## config.mk

```make
export PLATFORM = sky130hd
export DESIGN_NAME = chess_ctrl_top
export DESIGN_NICKNAME = d
export VERILOG_FILES = /design/src/design/chess_ctrl_pkg.sv /design/src/design/chess_ctrl_top.sv /design/src/design/ctrl_regs.sv /design/src/design/axi_lite_read.sv /design/src/design/axi_lite_write.sv
export SDC_FILE = /design/constraint.sdc
export NUM_CORES = 1
export LEC_CHECK = 0
export BUFFER_PORTS_ARGS = -buffer_cell sky130_fd_sc_hd__clkbuf_2
export CORE_MARGIN = 4
export CORE_UTILIZATION = 35
export DETAILED_ROUTE_END_ITERATION = 16
export PLACE_DENSITY = 0.63
export SLEW_MARGIN = 15
export SYNTH_ARGS = -nofsm -noshare
export SYNTH_HDL_FRONTEND = slang
export SYNTH_SLANG_ARGS = --single-unit
```

## constraint.sdc

```tcl
create_clock -name clk -period 3.87 [get_ports clk]
set_clock_uncertainty 0.2 [all_clocks]
set_input_delay 0 -clock clk [delete_from_list [all_inputs] [get_ports clk]]
set_output_delay 0 -clock clk [all_outputs]
set_load 0.01 [all_outputs]
```

## src/design/chess_ctrl_pkg.sv

```systemverilog
package chess_ctrl_pkg;

   localparam int data_width = 32;
   localparam int addr_width = 16;
   localparam int word_idx_width = addr_width - 2; // Byte address to word index
   localparam int rank_width = 32;                 // Eight 4-bit squares
   localparam int num_ranks = 8;
   localparam int board_width = rank_width * num_ranks;

   localparam logic [1:0] resp_okay = 2'b00;

   // Word index map over byte address bits 15:2
   typedef enum logic [word_idx_width-1:0] {
      REG_CTRL        = 14'd0,
      REG_MOVE_INDEX  = 14'd1,
      REG_POS_STATE   = 14'd2,
      REG_HALF_MOVE   = 14'd3,
      REG_CAPTURE     = 14'd4,
      REG_BOARD_RANK0 = 14'd8,
      REG_BOARD_RANK1 = 14'd9,
      REG_BOARD_RANK2 = 14'd10,
      REG_BOARD_RANK3 = 14'd11,
      REG_BOARD_RANK4 = 14'd12,
      REG_BOARD_RANK5 = 14'd13,
      REG_BOARD_RANK6 = 14'd14,
      REG_BOARD_RANK7 = 14'd15,
      REG_MOVE_COUNT  = 14'd135   // Read only
   } reg_addr_e;

   typedef struct packed {
      logic       white_to_move;
      logic [3:0] castle_mask;
      logic [3:0] en_passant_col;
   } pos_state_t;

   typedef struct packed {
      logic                   new_board_valid;
      logic                   clear_moves;
      logic                   capture_moves;
      logic                   soft_reset;
      pos_state_t             pos;
      logic [board_width-1:0] board;     // Rank n at bits 32n+31:32n
   } gen_cmd_t;

   typedef struct packed {
      logic idle;
      logic moves_ready;
      logic move_ready;
      logic mate;
      logic stalemate;
      logic thrice_rep;
      logic fifty_move;
   } gen_status_t;

   typedef struct packed {
      logic                      valid;
      logic [word_idx_width-1:0] index;
      logic [data_width-1:0]     data;
   } wr_req_t;

   typedef enum logic {
      WR_IDLE,
      WR_RESP
   } wr_state_e;

   typedef enum logic {
      RD_IDLE,
      RD_RESP
   } rd_state_e;

endpackage
```

## src/design/chess_ctrl_top.sv

```systemverilog
`timescale 1ns/1ps

module chess_ctrl_top
   import chess_ctrl_pkg::*;
#(
   parameter int move_index_width = 8,
   parameter int half_move_width = 7
)
(
   input  logic                        clk,
   input  logic                        rst,
   input  logic [addr_width-1:0]       awaddr,
   input  logic                        awvalid,
   output logic                        awready,
   input  logic [data_width-1:0]       wdata,
   input  logic                        wvalid,
   output logic                        wready,
   output logic [1:0]                  bresp,
   output logic                        bvalid,
   input  logic                        bready,
   input  logic [addr_width-1:0]       araddr,
   input  logic                        arvalid,
   output logic                        arready,
   output logic [data_width-1:0]       rdata,
   output logic [1:0]                  rresp,
   output logic                        rvalid,
   input  logic                        rready,
   output gen_cmd_t                    gen_cmd,
   output logic [move_index_width-1:0] move_index,
   output logic [half_move_width-1:0]  half_move,
   input  gen_status_t                 gen_status,
   input  logic [move_index_width-1:0] move_count
);

   wr_req_t wr_req;

   axi_lite_write u_write (
      .clk     (clk),
      .rst     (rst),
      .awaddr  (awaddr),
      .awvalid (awvalid),
      .awready (awready),
      .wdata   (wdata),
      .wvalid  (wvalid),
      .wready  (wready),
      .bresp   (bresp),
      .bvalid  (bvalid),
      .bready  (bready),
      .wr_req  (wr_req)
   );

   ctrl_regs #(
      .move_index_width (move_index_width),
      .half_move_width  (half_move_width)
   ) u_regs (
      .clk        (clk),
      .rst        (rst),
      .wr_req     (wr_req),
      .gen_cmd    (gen_cmd),
      .move_index (move_index),
      .half_move  (half_move)
   );

   // Readback sees the register outputs directly
   axi_lite_read #(
      .move_index_width (move_index_width),
      .half_move_width  (half_move_width)
   ) u_read (
      .clk        (clk),
      .rst        (rst),
      .araddr     (araddr),
      .arvalid    (arvalid),
      .arready    (arready),
      .rdata      (rdata),
      .rresp      (rresp),
      .rvalid     (rvalid),
      .rready     (rready),
      .gen_cmd    (gen_cmd),
      .move_index (move_index),
      .half_move  (half_move),
      .gen_status (gen_status),
      .move_count (move_count)
   );

endmodule

```

## src/design/ctrl_regs.sv

```systemverilog
`timescale 1ns/1ps

module ctrl_regs
   import chess_ctrl_pkg::*;
#(
   parameter int move_index_width = 8,
   parameter int half_move_width = 7
)
(
   input  logic                        clk,
   input  logic                        rst,
   input  wr_req_t                     wr_req,
   output gen_cmd_t                    gen_cmd,
   output logic [move_index_width-1:0] move_index,
   output logic [half_move_width-1:0]  half_move
);

   logic [2:0] rank_sel;

   // Ranks sit at word indices 8 to 15
   assign rank_sel = wr_req.index[2:0];

   always_ff @(posedge clk)
   begin
      if (rst)
      begin
         gen_cmd <= '0;
         move_index <= '0;
         half_move <= '0;
      end
      else if (wr_req.valid)
      begin
         case (wr_req.index)
            REG_CTRL:
            begin
               gen_cmd.new_board_valid <= wr_req.data[0];
               gen_cmd.clear_moves <= wr_req.data[1];
               gen_cmd.soft_reset <= wr_req.data[31];
            end
            REG_MOVE_INDEX:
            begin
               move_index <= wr_req.data[move_index_width-1:0];
            end
            REG_POS_STATE:
            begin
               gen_cmd.pos <= pos_state_t'(wr_req.data[$bits(pos_state_t)-1:0]);
            end
            REG_HALF_MOVE:
            begin
               half_move <= wr_req.data[half_move_width-1:0];
            end
            REG_CAPTURE:
            begin
               gen_cmd.capture_moves <= wr_req.data[0];
            end
            REG_BOARD_RANK0, REG_BOARD_RANK1, REG_BOARD_RANK2, REG_BOARD_RANK3,
            REG_BOARD_RANK4, REG_BOARD_RANK5, REG_BOARD_RANK6, REG_BOARD_RANK7:
            begin
               gen_cmd.board[rank_sel*rank_width +: rank_width] <= wr_req.data;
            end
            default:
            begin
               // Move count and unmapped words are ignored
            end
         endcase
      end
   end

   a_index_known: assert property (@(posedge clk) disable iff (rst)
      wr_req.valid |-> !$isunknown(wr_req.index));

endmodule

```

## src/design/axi_lite_read.sv

```systemverilog
`timescale 1ns/1ps

module axi_lite_read
   import chess_ctrl_pkg::*;
#(
   parameter int move_index_width = 8,
   parameter int half_move_width = 7
)
(
   input  logic                        clk,
   input  logic                        rst,
   input  logic [addr_width-1:0]       araddr,
   input  logic                        arvalid,
   output logic                        arready,
   output logic [data_width-1:0]       rdata,
   output logic [1:0]                  rresp,
   output logic                        rvalid,
   input  logic                        rready,
   input  gen_cmd_t                    gen_cmd,
   input  logic [move_index_width-1:0] move_index,
   input  logic [half_move_width-1:0]  half_move,
   input  gen_status_t                 gen_status,
   input  logic [move_index_width-1:0] move_count
);

   rd_state_e                 state;
   logic [word_idx_width-1:0] rd_idx;
   logic [data_width-1:0]     rd_value;
   logic                      xfer;

   assign rd_idx = araddr[addr_width-1:2];
   assign arready = (state == RD_IDLE); // Low while R is pending
   assign xfer = arready && arvalid;
   assign rvalid = (state == RD_RESP);
   assign rresp = resp_okay;

   always_comb
   begin
      rd_value = '0;
      case (rd_idx)
         REG_CTRL:
         begin
            rd_value[0] = gen_cmd.new_board_valid;
            rd_value[1] = gen_cmd.clear_moves;
            rd_value[2] = gen_status.moves_ready;
            rd_value[3] = gen_status.move_ready;
            rd_value[4] = gen_status.stalemate;
            rd_value[5] = gen_status.mate;
            rd_value[6] = gen_status.thrice_rep;
            rd_value[7] = gen_status.idle;
            rd_value[8] = gen_status.fifty_move;
            rd_value[31] = gen_cmd.soft_reset;
         end
         REG_MOVE_INDEX: rd_value[move_index_width-1:0] = move_index;
         REG_POS_STATE: rd_value[$bits(pos_state_t)-1:0] = gen_cmd.pos;
         REG_HALF_MOVE: rd_value[half_move_width-1:0] = half_move;
         REG_CAPTURE: rd_value[0] = gen_cmd.capture_moves;
         REG_BOARD_RANK0, REG_BOARD_RANK1, REG_BOARD_RANK2, REG_BOARD_RANK3,
         REG_BOARD_RANK4, REG_BOARD_RANK5, REG_BOARD_RANK6, REG_BOARD_RANK7:
            rd_value = gen_cmd.board[rd_idx[2:0]*rank_width +: rank_width];
         REG_MOVE_COUNT: rd_value[move_index_width-1:0] = move_count;
         default: rd_value = '0; // Unmapped
      endcase
   end

   always_ff @(posedge clk)
   begin
      if (rst)
      begin
         state <= RD_IDLE;
      end
      else
      begin
         case (state)
            RD_IDLE: if (xfer) state <= RD_RESP;
            RD_RESP: if (rready) state <= RD_IDLE;
            default: state <= RD_IDLE;
         endcase
      end
   end

   always_ff @(posedge clk)
   begin
      if (xfer)
      begin
         rdata <= rd_value;
      end
   end

   a_rdata_hold: assert property (@(posedge clk) disable iff (rst)
      rvalid && !rready |=> rvalid && $stable(rdata));

endmodule

```

## src/design/axi_lite_write.sv

```systemverilog
`timescale 1ns/1ps

module axi_lite_write
   import chess_ctrl_pkg::*;
(
   input  logic                  clk,
   input  logic                  rst,
   input  logic [addr_width-1:0] awaddr,
   input  logic                  awvalid,
   output logic                  awready,
   input  logic [data_width-1:0] wdata,
   input  logic                  wvalid,
   output logic                  wready,
   output logic [1:0]            bresp,
   output logic                  bvalid,
   input  logic                  bready,
   output wr_req_t               wr_req
);

   wr_state_e state;
   logic      xfer;

   // Address and data are taken only as a pair
   assign xfer = (state == WR_IDLE) && awvalid && wvalid;
   assign awready = xfer;
   assign wready = xfer;
   assign bvalid = (state == WR_RESP);
   assign bresp = resp_okay;

   always_ff @(posedge clk)
   begin
      if (rst)
      begin
         state <= WR_IDLE;
      end
      else
      begin
         case (state)
            WR_IDLE: if (xfer) state <= WR_RESP;
            WR_RESP: if (bready) state <= WR_IDLE;
            default: state <= WR_IDLE;
         endcase
      end
   end

   always_ff @(posedge clk)
   begin
      if (rst)
      begin
         wr_req.valid <= 1'b0;
      end
      else
      begin
         wr_req.valid <= xfer; // One cycle pulse
         if (xfer)
         begin
            wr_req.index <= awaddr[addr_width-1:2];
            wr_req.data <= wdata;
         end
      end
   end

   a_bvalid_hold: assert property (@(posedge clk) disable iff (rst)
      bvalid && !bready |=> bvalid);

endmodule

```

==> results.md <==
* Worst Setup SP: u_write.wr_req[33]
* Iter 0 DRT Violations at 828
* ANT nets after route at 0
* Core area at 45,800 um2
* Buffers on Ports at 402
* GPL Wtd Cong at 0.821
* Ys flop type: dfxtp_1
* DR WL/cell at 22.4 um
* Share of layout cells above drive strength 1 at 0.325
* Cells after synthesis at 1,368
* Synth warn at 0
* Slew Limit Fails at 0
* Internal power at 6.62 mW
* Status: completed
* Detail Placement HPWL at 36,300 um
* Leading cell type in the layout, fill and taps excluded: clkbuf_2
* Io pins at 411
* Net Sw Frac at 0.217
* Initial DRT Pass Iterations at 5
* CTS sink cnt at 365
* CTS root buffer: clkbuf_16
* Setup-failing EPs final at 0
* Fin nets at 1,936
* First-pass GRT wire length at 82,600 um
* Crit path DAT at 3.46 ns
* Fin. Hold Viols at 0
* DRC at 0
* Initial antenna violation count at 4
* Initial core utilization at 0.358
* Synth-to-Final Area Change at 31.4%
* Die W at 224 um
* LEAKAGE at 9.90 nW
* Clock-pin transition on the worst setup and hold timing paths at 0.06 ns
* EDFF count, synth at 78
* HP Class: input pin to register
* Fmax at 0.313 GHz
* Most frequent cells in the layout: 398 x clkbuf_2, 287 x dfxtp_1, 284 x mux2i_1
* Max Cap Violations at 0
* Die area at 50,300 um2
* TritonCTS clock tree: done
* Switching power at 1.84 mW
* H-tree lvl count at 2
* Vias per std cell at 5.17
* Post_cts resized at 0
* WHS Path Cells at 3
* Grt ovf at 0
* Reg-to-reg slack, setup at 0.68 ns
* Clock Power Share at 0.479
* Mapped Area at 16,400 um2
* Seq pwr share at 0.466
* Max transition margin at 0.279
* Critical Path End Type: register
* Combinational power share at 0.055
* Distinct cells, synth at 47
* TritonCTS buffer count at 42
* Slew of the pin with the lowest slew margin at 1.08 ns
* Power Density at 393 nW/um2
* Min Tclk post-route at 3.19 ns
* Syn avg cell area at 12.0 um2
* Final worst-path cycle share at 0.825
* Hold EP: u_read.rdata[31]
* Worst reg2reg path depth at 8
* Vias in the first global route at 13,100
* Die Y at 224 um
* Vias after detailed routing at 12,800
* Largest net degree at the start of global routing at 157
* Ys async rst share at 0
* VDD IR max at 0.286 mV
* Hold_sp: araddr[2]
* Synth Register Bits at 365
* Worst-case clock buffer depth at 3
* Setup CP Type: register to register
* Crit-path max FO at 22
* RR Endpoint: u_regs.gen_cmd[147]
* Seq/Total Area, Yosys at 0.494
* Worst r2r src: u_write.wr_req[33]
* Worst Hold Margin at 0.0269 ns
* Setup TNS at 0 ns
* Final WL at 55,600 um
* Skew-Pair Late Insertion Delay at 0.55 ns
* Required @ worst endpoint at 4.14 ns
* Rows at 78
* Critical Path Source Type: register
* Worst setup margin at 0.677 ns
* Worst slack, placed at 0.695 ns
* RSZ-0062 raised after global routing: false
* GRT Resource Usage Total at 0.213
==> through the flow <==
step / instances / instance area (um2) / total power, mW / utilization
floorplan: 1371 / 16400 / 4.25 / -
global route: 2480 / 21500 / 8.75 / 0.470
global placement: 2285 / 18900 / 4.40 / 0.413
CTS: 2478 / 21500 / 8.56 / 0.470
finish: 2481 / 21500 / 8.46 / 0.470
detailed placement: 2285 / 18900 / 4.40 / 0.413
==> synth_stat cells (all sizes together), types with 5 or more instances <==
library cell,number,area [um2]
a21oi,33,165
a221o,7,70.1
buf,48,289
clkbuf,67,251
dfxtp,287,5750
edfxtp,78,2340
ha,5,62.6
inv,6,22.5
mux2i,284,2840
mux4,71,1600
nand2b,256,1600
nand3,21,105
nand4,22,144
nand4b,5,43.8
nor2,68,255
nor4,5,76.3
o21ai,33,165
or3b,29,254
==> flip-flops by register name (all words and copies together), names as in the netlist <==
register and cells:
u_regs.move_index 8, u_regs.half_move 7, u_read.rdata 32, u_write.wr_req 47, u_read.rvalid 1, u_regs.gen_cmd 269
u_write.bvalid 1
==> how the worst max path moves through the flow <==
stage / cells past startpoint / endpoint / slack (ns)
2_1_floorplan: 5 / u_write.wr_req[0] / 0.51
3_3_place_gp: 8 / u_regs.gen_cmd[153] / 0.77
3_5_place_dp: 8 / u_regs.gen_cmd[13] / 0.70
4_1_cts: 8 / u_regs.gen_cmd[158] / 0.68
5_1_grt: 8 / u_regs.gen_cmd[147] / 0.48
6_report: 8 / u_regs.gen_cmd[147] / 0.68
==> kinds of logic (layout without fill, tap and decap cells) <==
family,count (synthesis),after routing,synth area share
mux,356,356,0.272
fa+ha+maj,5,5,0.00382
buf+inv,121,628,0.0344
simple gates,438,438,0.166
flops,365,365,0.494
compound gates,82,82,0.0291
other cells,1,7,0.000229
==> timing repair <==
item,CTS,global route
hold buffers,116,0
setup buffers,0,0
endpoints found under the hold margin,114,0
==> worst max-delay path, cell delays in order, from the launching register on <==
cell and delay [ns]:
edfxtp_1 0.43, inv_1 0.09, ha_1 0.25, ha_2 0.68
nor4b_4 0.33, and4b_2 0.58, buf_12 0.23, nand4_1 0.11
a21oi_1 0.18
==> per-layer routing <==
metal  share of wire  global-route usage  wire [um]  vias to the layer above
li1                -                   -          -                     5862
met1            0.41               0.267      22800                     6411
met5               0                   0          0                        -
met4           0.031              0.0711       1740                        0
met2            0.50               0.374      27800                      464
met3           0.057              0.0380       3170                       99
==> area by class of cell <==
cell class,count,area (um2)
fillers,4124,24300
clock buffers,68,1320
well taps,600,751
flip-flops and latches,365,8090
inverters,6,22.5
diodes,3,7.51
multi-input cells,885,7790
repair buffers,545,3430
clock inverters,9,101
==> power groups by stage <==
| stage | sequential (mW) | clock, mW | combinational, mW |
|---|---|---|---|
| 6_report | 3.94 | 4.05 | 0.464 |
| 4_1_cts | 3.94 | 4.15 | 0.466 |
| 3_3_place_gp | 4.02 | 0 | 0.372 |
| 2_1_floorplan | 4.03 | 0 | 0.224 |
| 3_5_place_dp | 4.02 | 0 | 0.378 |
| 5_1_grt | 3.94 | 4.31 | 0.497 |
Power figures use the tool's default switching activity.
